[src/rv_core_defines.svh]
`ifndef RV_CORE_DEFINES_SVH
`define RV_CORE_DEFINES_SVH

// datapath widths
`define XLEN        32
`define REG_ADDR_W  5
`define NUM_REGS    32
`define SHAMT_W     5  // rv32 shift amount

// major opcodes
`define OPC_OP      7'b0110011
`define OPC_OP_IMM  7'b0010011
`define OPC_LUI     7'b0110111

// funct7 values
`define F7_BASE     7'b0000000
`define F7_ALT      7'b0100000  // sub, sra, srai

// funct3 values, shared by OP and OP-IMM
`define F3_ADD_SUB  3'b000
`define F3_SLL      3'b001
`define F3_SLT      3'b010
`define F3_SLTU     3'b011
`define F3_XOR      3'b100
`define F3_SRL_SRA  3'b101
`define F3_OR       3'b110
`define F3_AND      3'b111

`endif

[src/rv_core_pkg.sv]
`include "rv_core_defines.svh"

package rv_core_pkg;

  // register-register format
  typedef struct packed {
    logic [6:0]             funct7;
    logic [`REG_ADDR_W-1:0] rs2;
    logic [`REG_ADDR_W-1:0] rs1;
    logic [2:0]             funct3;
    logic [`REG_ADDR_W-1:0] rd;
    logic [6:0]             opcode;
  } r_fmt_t;

  // immediate format
  typedef struct packed {
    logic [11:0]            imm12;
    logic [`REG_ADDR_W-1:0] rs1;
    logic [2:0]             funct3;
    logic [`REG_ADDR_W-1:0] rd;
    logic [6:0]             opcode;
  } i_fmt_t;

  // upper immediate format
  typedef struct packed {
    logic [19:0]            imm20;
    logic [`REG_ADDR_W-1:0] rd;
    logic [6:0]             opcode;
  } u_fmt_t;

  // one instruction word, three readings
  typedef union packed {
    r_fmt_t r;
    i_fmt_t i;
    u_fmt_t u;
  } inst_u;

  typedef enum logic [3:0] {
    ALU_ADD,
    ALU_SUB,
    ALU_SLL,
    ALU_SLT,
    ALU_SLTU,
    ALU_XOR,
    ALU_SRL,
    ALU_SRA,
    ALU_OR,
    ALU_AND,
    ALU_PASS_B  // lui
  } alu_op_e;

endpackage

[src/rv_decode.sv]
`include "rv_core_defines.svh"

module rv_decode (
  input  logic                   clk,
  input  logic                   arst_n_i,
  input  logic                   inst_valid_i,
  input  logic [`XLEN-1:0]       inst_i,
  output logic                   dec_valid_o,
  output rv_core_pkg::alu_op_e   dec_alu_op_o,
  output logic [`REG_ADDR_W-1:0] dec_rs1_o,
  output logic [`REG_ADDR_W-1:0] dec_rs2_o,
  output logic [`REG_ADDR_W-1:0] dec_rd_o,
  output logic [`XLEN-1:0]       dec_imm_o,
  output logic                   dec_use_imm_o,
  output logic                   dec_wen_o,
  output logic                   dec_illegal_o
);

  rv_core_pkg::inst_u   inst_w;
  rv_core_pkg::alu_op_e alu_op_d;
  logic [`REG_ADDR_W-1:0] rs1_d;
  logic [`REG_ADDR_W-1:0] rs2_d;
  logic [`REG_ADDR_W-1:0] rd_d;
  logic [`XLEN-1:0]       imm_d;
  logic                   use_imm_d;
  logic                   legal_d;
  logic                   f7_base;
  logic                   f7_alt;
  logic [`XLEN-1:0]       imm_i_sext;
  logic [`XLEN-1:0]       imm_shamt;

  assign inst_w  = inst_i;
  assign f7_base = (inst_w.r.funct7 == `F7_BASE);
  assign f7_alt  = (inst_w.r.funct7 == `F7_ALT);

  assign imm_i_sext = {{(`XLEN-12){inst_w.i.imm12[11]}}, inst_w.i.imm12};
  assign imm_shamt  = {{(`XLEN-`SHAMT_W){1'b0}}, inst_w.r.rs2}; // shamt sits in rs2 field

  always_comb begin
    alu_op_d  = rv_core_pkg::ALU_ADD;
    rs1_d     = '0;
    rs2_d     = '0;
    rd_d      = inst_w.r.rd;
    imm_d     = '0;
    use_imm_d = 1'b0;
    legal_d   = 1'b0;
    case (inst_w.r.opcode)
      `OPC_OP: begin
        rs1_d   = inst_w.r.rs1;
        rs2_d   = inst_w.r.rs2;
        legal_d = f7_base;
        case (inst_w.r.funct3)
          `F3_ADD_SUB: begin
            alu_op_d = f7_alt ? rv_core_pkg::ALU_SUB : rv_core_pkg::ALU_ADD;
            legal_d  = f7_base || f7_alt;
          end
          `F3_SRL_SRA: begin
            alu_op_d = f7_alt ? rv_core_pkg::ALU_SRA : rv_core_pkg::ALU_SRL;
            legal_d  = f7_base || f7_alt;
          end
          `F3_SLL:  alu_op_d = rv_core_pkg::ALU_SLL;
          `F3_SLT:  alu_op_d = rv_core_pkg::ALU_SLT;
          `F3_SLTU: alu_op_d = rv_core_pkg::ALU_SLTU;
          `F3_XOR:  alu_op_d = rv_core_pkg::ALU_XOR;
          `F3_OR:   alu_op_d = rv_core_pkg::ALU_OR;
          default:  alu_op_d = rv_core_pkg::ALU_AND;
        endcase
      end
      `OPC_OP_IMM: begin
        rs1_d     = inst_w.i.rs1;
        use_imm_d = 1'b1;
        imm_d     = imm_i_sext;
        legal_d   = 1'b1;
        case (inst_w.i.funct3)
          `F3_ADD_SUB: alu_op_d = rv_core_pkg::ALU_ADD;
          `F3_SLL: begin
            alu_op_d = rv_core_pkg::ALU_SLL;
            imm_d    = imm_shamt;
            legal_d  = f7_base;
          end
          `F3_SRL_SRA: begin
            alu_op_d = f7_alt ? rv_core_pkg::ALU_SRA : rv_core_pkg::ALU_SRL;
            imm_d    = imm_shamt;
            legal_d  = f7_base || f7_alt;
          end
          `F3_SLT:  alu_op_d = rv_core_pkg::ALU_SLT;
          `F3_SLTU: alu_op_d = rv_core_pkg::ALU_SLTU;
          `F3_XOR:  alu_op_d = rv_core_pkg::ALU_XOR;
          `F3_OR:   alu_op_d = rv_core_pkg::ALU_OR;
          default:  alu_op_d = rv_core_pkg::ALU_AND;
        endcase
      end
      `OPC_LUI: begin
        alu_op_d  = rv_core_pkg::ALU_PASS_B;
        imm_d     = {inst_w.u.imm20, 12'b0};
        use_imm_d = 1'b1;
        legal_d   = 1'b1;
      end
      default: legal_d = 1'b0; // unknown opcode
    endcase
  end

  // control flags clear on idle cycles
  always_ff @(posedge clk or negedge arst_n_i) begin
    if (!arst_n_i) begin
      dec_valid_o   <= 1'b0;
      dec_wen_o     <= 1'b0;
      dec_illegal_o <= 1'b0;
    end else begin
      dec_valid_o   <= inst_valid_i;
      dec_wen_o     <= inst_valid_i && legal_d && (rd_d != '0); // x0 never written
      dec_illegal_o <= inst_valid_i && !legal_d;
    end
  end

  // payload fields
  always_ff @(posedge clk) begin
    if (inst_valid_i) begin
      dec_alu_op_o  <= alu_op_d;
      dec_rs1_o     <= rs1_d;
      dec_rs2_o     <= rs2_d;
      dec_rd_o      <= rd_d;
      dec_imm_o     <= imm_d;
      dec_use_imm_o <= use_imm_d;
    end
  end

endmodule

[src/rv_execute.sv]
`include "rv_core_defines.svh"

module rv_execute (
  input  logic                   clk,
  input  logic                   arst_n_i,
  input  logic                   dec_valid_i,
  input  rv_core_pkg::alu_op_e   dec_alu_op_i,
  input  logic [`REG_ADDR_W-1:0] dec_rs1_i,
  input  logic [`REG_ADDR_W-1:0] dec_rs2_i,
  input  logic [`REG_ADDR_W-1:0] dec_rd_i,
  input  logic [`XLEN-1:0]       dec_imm_i,
  input  logic                   dec_use_imm_i,
  input  logic                   dec_wen_i,
  input  logic                   dec_illegal_i,
  input  logic [`XLEN-1:0]       rs1_data_i,
  input  logic [`XLEN-1:0]       rs2_data_i,
  output logic                   ex_valid_o,
  output logic [`REG_ADDR_W-1:0] ex_rd_o,
  output logic                   ex_wen_o,
  output logic [`XLEN-1:0]       ex_result_o,
  output logic                   ex_illegal_o
);

  logic [`XLEN-1:0]    op_a;
  logic [`XLEN-1:0]    rs2_val;
  logic [`XLEN-1:0]    op_b;
  logic [`SHAMT_W-1:0] shamt;
  logic [`XLEN-1:0]    alu_result;

  // previous instruction not yet in the register file, take it from ex reg
  assign op_a    = (ex_wen_o && (ex_rd_o == dec_rs1_i)) ? ex_result_o : rs1_data_i;
  assign rs2_val = (ex_wen_o && (ex_rd_o == dec_rs2_i)) ? ex_result_o : rs2_data_i;

  assign op_b  = dec_use_imm_i ? dec_imm_i : rs2_val;
  assign shamt = op_b[`SHAMT_W-1:0];

  always_comb begin
    case (dec_alu_op_i)
      rv_core_pkg::ALU_ADD:    alu_result = op_a + op_b;
      rv_core_pkg::ALU_SUB:    alu_result = op_a - op_b;
      rv_core_pkg::ALU_SLL:    alu_result = op_a << shamt;
      rv_core_pkg::ALU_SLT: begin
        alu_result = {{(`XLEN-1){1'b0}}, ($signed(op_a) < $signed(op_b))};
      end
      rv_core_pkg::ALU_SLTU:   alu_result = {{(`XLEN-1){1'b0}}, (op_a < op_b)};
      rv_core_pkg::ALU_XOR:    alu_result = op_a ^ op_b;
      rv_core_pkg::ALU_SRL:    alu_result = op_a >> shamt;
      rv_core_pkg::ALU_SRA:    alu_result = $unsigned($signed(op_a) >>> shamt); // sign fill
      rv_core_pkg::ALU_OR:     alu_result = op_a | op_b;
      rv_core_pkg::ALU_AND:    alu_result = op_a & op_b;
      rv_core_pkg::ALU_PASS_B: alu_result = op_b;
      default:                 alu_result = '0;
    endcase
  end

  always_ff @(posedge clk or negedge arst_n_i) begin
    if (!arst_n_i) begin
      ex_valid_o   <= 1'b0;
      ex_wen_o     <= 1'b0;
      ex_illegal_o <= 1'b0;
    end else begin
      ex_valid_o   <= dec_valid_i;
      ex_wen_o     <= dec_valid_i && dec_wen_i; // also gates forwarding
      ex_illegal_o <= dec_valid_i && dec_illegal_i;
    end
  end

  // result and destination
  always_ff @(posedge clk) begin
    if (dec_valid_i) begin
      ex_rd_o     <= dec_rd_i;
      ex_result_o <= dec_illegal_i ? '0 : alu_result;
    end
  end

endmodule

[src/rv_writeback.sv]
`include "rv_core_defines.svh"

module rv_writeback (
  input  logic                   clk,
  input  logic                   arst_n_i,
  input  logic [`REG_ADDR_W-1:0] rs1_addr_i,
  input  logic [`REG_ADDR_W-1:0] rs2_addr_i,
  input  logic                   ex_valid_i,
  input  logic [`REG_ADDR_W-1:0] ex_rd_i,
  input  logic                   ex_wen_i,
  input  logic [`XLEN-1:0]       ex_result_i,
  input  logic                   ex_illegal_i,
  output logic [`XLEN-1:0]       rs1_data_o,
  output logic [`XLEN-1:0]       rs2_data_o,
  output logic                   retire_valid_o,
  output logic [`REG_ADDR_W-1:0] retire_rd_o,
  output logic                   retire_wen_o,
  output logic [`XLEN-1:0]       retire_data_o,
  output logic                   retire_illegal_o
);

  logic [`XLEN-1:0] regs [`NUM_REGS]; // x0 stays at its reset value
  logic             wr_en;

  assign wr_en = ex_valid_i && ex_wen_i;

  always_ff @(posedge clk or negedge arst_n_i) begin
    if (!arst_n_i) begin
      for (int i = 0; i < `NUM_REGS; i++) begin
        regs[i] <= '0;
      end
    end else if (wr_en) begin
      regs[ex_rd_i] <= ex_result_i;
    end
  end

  // combinational read ports back to execute
  assign rs1_data_o = regs[rs1_addr_i];
  assign rs2_data_o = regs[rs2_addr_i];

  always_ff @(posedge clk or negedge arst_n_i) begin
    if (!arst_n_i) begin
      retire_valid_o   <= 1'b0;
      retire_wen_o     <= 1'b0;
      retire_illegal_o <= 1'b0;
    end else begin
      retire_valid_o   <= ex_valid_i;
      retire_wen_o     <= wr_en;
      retire_illegal_o <= ex_valid_i && ex_illegal_i;
    end
  end

  always_ff @(posedge clk) begin
    if (ex_valid_i) begin
      retire_rd_o   <= ex_rd_i;
      retire_data_o <= ex_result_i; // already zero when illegal
    end
  end

endmodule

[src/rv_core_top.sv]
`include "rv_core_defines.svh"

module rv_core_top (
  input  logic                   clk,
  input  logic                   arst_n_i,
  input  logic                   inst_valid_i,
  input  logic [`XLEN-1:0]       inst_i,
  output logic                   retire_valid_o,
  output logic [`REG_ADDR_W-1:0] retire_rd_o,
  output logic                   retire_wen_o,
  output logic [`XLEN-1:0]       retire_data_o,
  output logic                   retire_illegal_o
);

  // decode to execute
  logic                   dec_valid;
  rv_core_pkg::alu_op_e   dec_alu_op;
  logic [`REG_ADDR_W-1:0] dec_rs1;
  logic [`REG_ADDR_W-1:0] dec_rs2;
  logic [`REG_ADDR_W-1:0] dec_rd;
  logic [`XLEN-1:0]       dec_imm;
  logic                   dec_use_imm;
  logic                   dec_wen;
  logic                   dec_illegal;

  // register file read data
  logic [`XLEN-1:0]       rs1_data;
  logic [`XLEN-1:0]       rs2_data;

  // execute to write-back
  logic                   ex_valid;
  logic [`REG_ADDR_W-1:0] ex_rd;
  logic                   ex_wen;
  logic [`XLEN-1:0]       ex_result;
  logic                   ex_illegal;

  rv_decode i_rv_decode (
    .clk           (clk),
    .arst_n_i      (arst_n_i),
    .inst_valid_i  (inst_valid_i),
    .inst_i        (inst_i),
    .dec_valid_o   (dec_valid),
    .dec_alu_op_o  (dec_alu_op),
    .dec_rs1_o     (dec_rs1),
    .dec_rs2_o     (dec_rs2),
    .dec_rd_o      (dec_rd),
    .dec_imm_o     (dec_imm),
    .dec_use_imm_o (dec_use_imm),
    .dec_wen_o     (dec_wen),
    .dec_illegal_o (dec_illegal)
  );

  rv_execute i_rv_execute (
    .clk           (clk),
    .arst_n_i      (arst_n_i),
    .dec_valid_i   (dec_valid),
    .dec_alu_op_i  (dec_alu_op),
    .dec_rs1_i     (dec_rs1),
    .dec_rs2_i     (dec_rs2),
    .dec_rd_i      (dec_rd),
    .dec_imm_i     (dec_imm),
    .dec_use_imm_i (dec_use_imm),
    .dec_wen_i     (dec_wen),
    .dec_illegal_i (dec_illegal),
    .rs1_data_i    (rs1_data),
    .rs2_data_i    (rs2_data),
    .ex_valid_o    (ex_valid),
    .ex_rd_o       (ex_rd),
    .ex_wen_o      (ex_wen),
    .ex_result_o   (ex_result),
    .ex_illegal_o  (ex_illegal)
  );

  rv_writeback i_rv_writeback (
    .clk              (clk),
    .arst_n_i         (arst_n_i),
    .rs1_addr_i       (dec_rs1),  // read ports driven straight from decode
    .rs2_addr_i       (dec_rs2),
    .ex_valid_i       (ex_valid),
    .ex_rd_i          (ex_rd),
    .ex_wen_i         (ex_wen),
    .ex_result_i      (ex_result),
    .ex_illegal_i     (ex_illegal),
    .rs1_data_o       (rs1_data),
    .rs2_data_o       (rs2_data),
    .retire_valid_o   (retire_valid_o),
    .retire_rd_o      (retire_rd_o),
    .retire_wen_o     (retire_wen_o),
    .retire_data_o    (retire_data_o),
    .retire_illegal_o (retire_illegal_o)
  );

endmodule

[config.mk]
export PLATFORM = sky130hd
export DESIGN_NAME = rv_core_top
export DESIGN_NICKNAME = d
export VERILOG_FILES = /design/src/rv_core_pkg.sv /design/src/rv_decode.sv /design/src/rv_execute.sv /design/src/rv_writeback.sv /design/src/rv_core_top.sv
export VERILOG_INCLUDE_DIRS = /design/src
export SDC_FILE = /design/constraint.sdc
export NUM_CORES = 2
export LEC_CHECK = 0
export ABC_AREA = 1
export BUFFER_PORTS_ARGS = -buffer_cell sky130_fd_sc_hd__buf_4
export CAP_MARGIN = 20
export CORE_UTILIZATION = 30
export DETAILED_ROUTE_END_ITERATION = 10
export PLACE_DENSITY = 0.44
export SLEW_MARGIN = 20
export SYNTH_ARGS = -nofsm -noshare
export SYNTH_HDL_FRONTEND = slang
export SYNTH_HIERARCHICAL = 1
export SYNTH_SLANG_ARGS = --single-unit
[constraint.sdc]
create_clock -name clk -period 6.4 [get_ports clk]
set_input_delay 0.64 -clock clk [delete_from_list [all_inputs] [get_ports clk]]
set_output_delay 0.64 -clock clk [all_outputs]
set_load 0.1 [all_outputs]
; Yosys cells after proc, flatten, opt, wreduce, memory -nomap -nowiden
; Cells that the tools add are included.
[word_totals]
reg_bits = 1159
input_bits = 35
output_inout_bits = 40
wordCells = 134
[op_classes]
addsub = 2
n_lt_le_gt_ge = 6
n_eq_ne = 22
shift = 3
muxes = 24
bitwise = 6
reduce_logical = 20
[op_table]
columns = cell, n
row1 = 1024-bit bitwise mux, 1
row2 = 32-bit one-hot mux with 11 select lines, 1
row3 = 32-bit binary-select mux with 5-bit select, 2
row4 = 32-bit 2-to-1 mux, 9
row5 = 32-bit demux with 5-bit select, 1
row6 = 32-bit < comparator, 2
row7 = 32-bit one-hot mux with 2 select lines, 1
row8 = 4-bit one-hot mux with 7 select lines, 2
row9 = 32-bit adder, 1
row10 = 32-bit bitwise AND, 1
row11 = 32-bit OR, 1
row12 = 32-bit by 5-bit left shift with 32-bit output, 1
row13 = 32-bit by 5-bit right shift with 32-bit output, 1
row14 = 32-bit by 5-bit >>> shifter with 32-bit output, 1
row15 = 32-bit subtractor, 1
row16 = 32-bit XOR, 1
row17 = "7-bit by 6-bit equality test with 1-bit output, second input constant", 3
row18 = "6-bit greater-or-equal comparator, second input constant", 3
row19 = 5-bit NOT with 6-bit output, 3
row20 = "4-bit by 3-bit equality test with 1-bit output, second input constant", 4
row21 = "4-bit equality test, second input constant", 3
row22 = 4-bit one-hot mux with 3 select lines, 1
row23 = 5-bit equality test, 2
row24 = 1-bit logical AND, 10
row25 = 17 further kinds, 27

; Depth between registers and ports, before layout
[logic_depth]
word_depth = 8
ltp_mapped = 38
depth_no_buf = 32

; Modules after synthesis
; The synthesis kept the hierarchy.
[modules_own_cells]
columns = mod, instances, cells_each, area_each_um2, seq_area_each_um2
row1 = rv_writeback, 1, 8347, 57513.9, 26810.7
row2 = rv_execute, 1, 2192, 12296.8, 1186.1
row3 = rv_decode, 1, 195, 2359.8, 1636.6

; Least setup slack after synthesis
; No wires, ideal clock.
[synth_path]
kind = reg-to-reg
start = reg i_rv_decode.dec_rs2_o[0]
end = reg i_rv_execute.ex_result_o[30] (data pin)
setup_time_ps = 250
arrival_ps = 4301
t_required_ps = 6150
path_slack_ps = 1848
path_stages_with_launch = 37
path_buffers = 6
period_less_slack_ps = 4552
cell_sequence = edfxtp_1 buf_2 inv_2 clkbuf_1 clkbuf_1 nand2_1 nand3_1 nand3_1 nand2_1 nand2_1 nand2_1 nand2_1 nand2_1 nand2_1 o21ai_1 nand2_1 nand2_2 inv_2 buf_2 buf_4 ha_1 buf_2 inv_1 nand2_1 a22oi_1 a21boi_0 o21ai_0 a21o_1 nand2_1 nand2_1 inv_1 o21bai_1 nand2_1 nand3_1 nand3_1 nand2_1 inv_1
[synth_via]
elab_chain_len = 8
word_cells_on_any_way = 17
classes_between = add/sub (2) / eq/ne (1) / shift (3) / mux (6) / bitwise (4) / reduce/logical (1)
[synth_rtl]
columns = item, line
row1 = start: declaration, rv_decode.sv:11  ; output logic [`REG_ADDR_W-1:0] dec_rs2_o,
row2 = start signal: assignment, rv_decode.sv:121  ; dec_rs2_o <= rs2_d;
row3 = 5-bit NOT with 6-bit output (not written as such) *, rv_writeback.sv:39  ; assign rs2_data_o = regs[rs2_addr_i];
row4 = 32-bit binary-select mux with 5-bit select *, rv_writeback.sv:39
row5 = 32-bit 2-to-1 mux (not written as such) * (2 in series), rv_writeback.sv:39
row6 = via rs2_data[2], rv_core_top.sv:28  ; logic [`XLEN-1:0] rs2_data;
row7 = 32-bit 2-to-1 mux *, rv_execute.sv:32  ; assign rs2_val = (ex_wen_o && (ex_rd_o == dec_rs2_i)) ? ex_result_o : rs2_data_i;
row8 = 32-bit 2-to-1 mux *, rv_execute.sv:34  ; assign op_b = dec_use_imm_i ? dec_imm_i : rs2_val;
row9 = "32-bit subtractor, or another cell as far along", rv_execute.sv:40  ; rv_core_pkg::ALU_SUB: alu_result = op_a - op_b;
row10 = 32-bit one-hot mux with 11 select lines *, rv_execute.sv:38  ; case (dec_alu_op_i)
row11 = end signal: assignment, rv_execute.sv:72  ; ex_result_o <= dec_illegal_i ? '0 : alu_result;
row12 = end: declaration, rv_execute.sv:20  ; output logic [`XLEN-1:0] ex_result_o,
; Mark *: on every way through the listed nets, which the timed path passes. The rest lies on a longest branch. The select of a mux whose other input is x is not followed.
; A chain may end at the register's enable or synchronous reset.

; Final worst setup path
[layout_path]
start = reg i_rv_decode.dec_rs1_o[1]
end = reg i_rv_execute.ex_result_o[19] (data pin)
[layout_via]
elab_chain_len = 7
word_cells_on_any_way = 16
classes_between = add/sub (2) / eq/ne (1) / shift (3) / mux (5) / bitwise (4) / reduce/logical (1)
[layout_rtl]
columns = item, line
row1 = start: declaration, rv_decode.sv:10  ; output logic [`REG_ADDR_W-1:0] dec_rs1_o,
row2 = start signal: assignment, rv_decode.sv:120  ; dec_rs1_o <= rs1_d;
row3 = 5-bit NOT with 6-bit output (not written as such) *, rv_writeback.sv:38  ; assign rs1_data_o = regs[rs1_addr_i];
row4 = 32-bit binary-select mux with 5-bit select *, rv_writeback.sv:38
row5 = 32-bit 2-to-1 mux (not written as such) * (2 in series), rv_writeback.sv:38
row6 = via rs1_data[18], rv_core_top.sv:27  ; logic [`XLEN-1:0] rs1_data;
row7 = 32-bit 2-to-1 mux *, rv_execute.sv:31  ; assign op_a = (ex_wen_o && (ex_rd_o == dec_rs1_i)) ? ex_result_o : rs1_data_i;
row8 = "32-bit subtractor, or another cell as far along", rv_execute.sv:40
row9 = 32-bit one-hot mux with 11 select lines *, rv_execute.sv:38
; Marked as above.

==> results.cfg <==
[layout]
syn_to_final_growth_pct = 12.88
design_area_um2 = 81470
mostFrequentLayoutCells = nand2_1 (4,471), nand3_1 (1,939), o21ai_0 (1,096)
nFillCells = 25640
fin_nets = 10510
drive_above_1_share_pct = 7.168
final_common_cell = nand2_1

[routing]
via_per_inst = 5.468
wirelength_um = 350900
drc = 0
vias = 74710
wl_per_cell_um = 25.69
drtPass1Iterations = 6
initialDrtViolationCount = 9020
drtAntennaViolNets = 0

[floorplan]
dieArea_um2 = 242500
die_w_um = 492.5
core_um2 = 238500
io_pins = 75
num_rows = 179
start_util_pct = 30.26
dieHeight_um = 492.5

[sta]
rsz0062_at_grt = no
setup_slack_ns = 0.3789
min_period_over_period_pct = 94.08
drv_slew = 0
hold_viol = 0
relSlewSlack_pct = 25.31
finalClockSkew_ns = 0.04405
fmaxAchievable_mhz = 166.1
finalSetupViolCount = 0
tightest_slew_ns = 1.112
fin_crit_ns = 6.021
setup_tns_ns = 0

[global_route]
grt_pass1_wl_um = 510900
overflow = 0
antenna_found_initial = 17
grt_max_degree = 155
groute.usage.overall_pct = 28.39
grt_pass1_vias = 71090

[synthesis]
yosys.area_share.adder_pct = 1.737
syn_inst = 10730
synth-main-ff-cell = dfrtp_1
yosys_register_bits = 1159
syn_area_per_cell_um2 = 6.724
synth-simple-area-share_pct = 39.37
synth-async-reset-ratio_pct = 89.13
synth_nets = 10870
yosys_warnings = 6
synth-xor-area-share_pct = 0.06068
synth_edf_count = 126
synth_cell_types = 57
ys_seq_area_share_pct = 41.06
synth_top_family_by_area = simple AND/OR/NAND/NOR gates
synth-compound-area-share_pct = 11.19
synth_mux_area_share_pct = 0
synthesis.area_um2 = 72170

[clock_tree]
cts_buffer_depth = 3
cts_root_buffer = clkbuf_16
clkSinkCount = 1159
clk_pin_slew_ns = 0.06
post-cts-setup-buffers = 0
htreeDepth = 4
cts_tree = done
cts-buffers-inserted = 149
clock_latency_ns = 0.86

[power_and_ir_drop]
vdd_drop_max_mv = 0.2179
power_leakage_nw = 36.90
power_density_nw_per_um2 = 248.0

[critical_path]
cp.required_ns = 6.96
crit_fanout = 42
crit_path_end_kind = flop
cp_slowest_cell = ha_1
cp.arrival_ns = 6.58
critPathMostFrequentCell = nand2_1
critPathMaxStageDelay_ns = 0.51
start_kind = flop
path_class = flop to flop

[place]
dpl_worst_slack_ns = 0.5323
gp_congestion = 0.9645
portBuffers = 74
dp_hpwl_um = 212500
placed_cell_area_um2 = 76210

[worst_hold_path]
hold_class = primary input to flop

[job]
drv_cap = 0

[run_status]
status = complete, no violations
==> flip-flops by register name, summed over array words and instances, names as in the netlist, 32 cells and up <==
name / cells
i_rv_decode/dec_imm_o: 32
i_rv_writeback/retire_data_o: 32
i_rv_execute/ex_result_o: 32
i_rv_writeback/regs: 1024
==> worst paths after layout <==
check	end	slack (ns)	startpoint	cells after the start
hold / removal	i_rv_decode/dec_imm_o[8]	0.15	inst_i[28]	3
setup reg to reg	i_rv_execute/ex_result_o[19]	0.38	i_rv_decode/dec_rs1_o[1]	27
min in group asynchronous	i_rv_writeback/regs[885]	0.48	arst_n_i	2
max in group asynchronous	i_rv_writeback/regs[870]	4.38	arst_n_i	3
setup / recovery	i_rv_execute/ex_result_o[19]	0.38	i_rv_decode/dec_rs1_o[1]	27
hold reg to reg	i_rv_execute/ex_rd_o[2]	0.42	i_rv_decode/dec_rd_o[2]	0
==> worst max-delay path, delay by kind of cell (launching register included) <==
kind	cells	cell delay, ns
and+or+nand+nor	15	2.25
buffers and inverters	5	1.24
AOI/OAI and AO/OA	6	1.18
adders and majority gates	1	0.51
DFF	1	0.50
==> metrics by stage <==
stage | utilization, % | hold slack, ns | total power (W) | cells
2_1_floorplan | - | 0.3444 | 0.009737 | 10730
3_3_place_gp | 31.94 | 0.4030 | 0.01134 | 13380
3_5_place_dp | 31.95 | 0.4099 | 0.01132 | 13380
4_1_cts | 34.14 | 0.08533 | 0.02035 | 13660
5_1_grt | 34.15 | 0.1384 | 0.02091 | 13660
6_report | 34.15 | 0.1536 | 0.02020 | 13660
==> synth_stat cells (29+ instances only) <==
cell type / count / area [um^2]
buf_2: 74 / 370.4
buf_1: 61 / 229.0
nor3_1: 29 / 145.1
clkbuf_1: 685 / 2571
nand2_2: 48 / 300.3
a21oi_1: 145 / 725.7
o21ai_0: 1096 / 5485
o211ai_1: 39 / 292.8
nand2_1: 4476 / 16800
ha_1: 97 / 1214
dfrtp_1: 1033 / 25850
edfxtp_1: 126 / 3784
nor2_1: 199 / 747.0
inv_1: 348 / 1306
o21ai_1: 73 / 365.4
nand3_1: 1939 / 9704
==> power breakdown <==
group	switching, W	internal (W)
sequential	0.000126	0.00753
clock	0.00373	0.00521
combinational	0.00276	0.000849
total	0.00661	0.0136
==> cell type report <==
class | instances | area, um^2 | share of cell area [%]
clock buffer | 209 | 4317 | 5.299
clock inverter | 62 | 847.1 | 1.040
antenna | 5 | 12.51 | 0.01536
multi-input combinational | 8367 | 38030 | 46.68
inverter | 367 | 1430 | 1.755
timing repair buffer | 327 | 3236 | 3.972
tap | 3167 | 3963 | 4.864
sequential | 1159 | 29640 | 36.38
==> cells by family after synthesis <==
family,Yosys count
adders and majority gates,99
and+or+nand+nor,6776
buffers and inverters,1208
DFF,1159
AOI/OAI and AO/OA,1487
xor gates and xnor gates,5
==> what timing repair did <==
item,in CTS,in global routing
hold buffers,6,0
gates resized for setup,0,1
endpoints found under the hold margin,83,0
setup endpoints to repair,0,1
==> per-layer routing <==
metal  share of wire (%)  GRT usage [%]
met1                  44          39.03
met2                  44          44.22
met3                 7.6          4.792
met4                 4.1          11.19
met5               0.040              0
(Power assumes the default switching activity.)
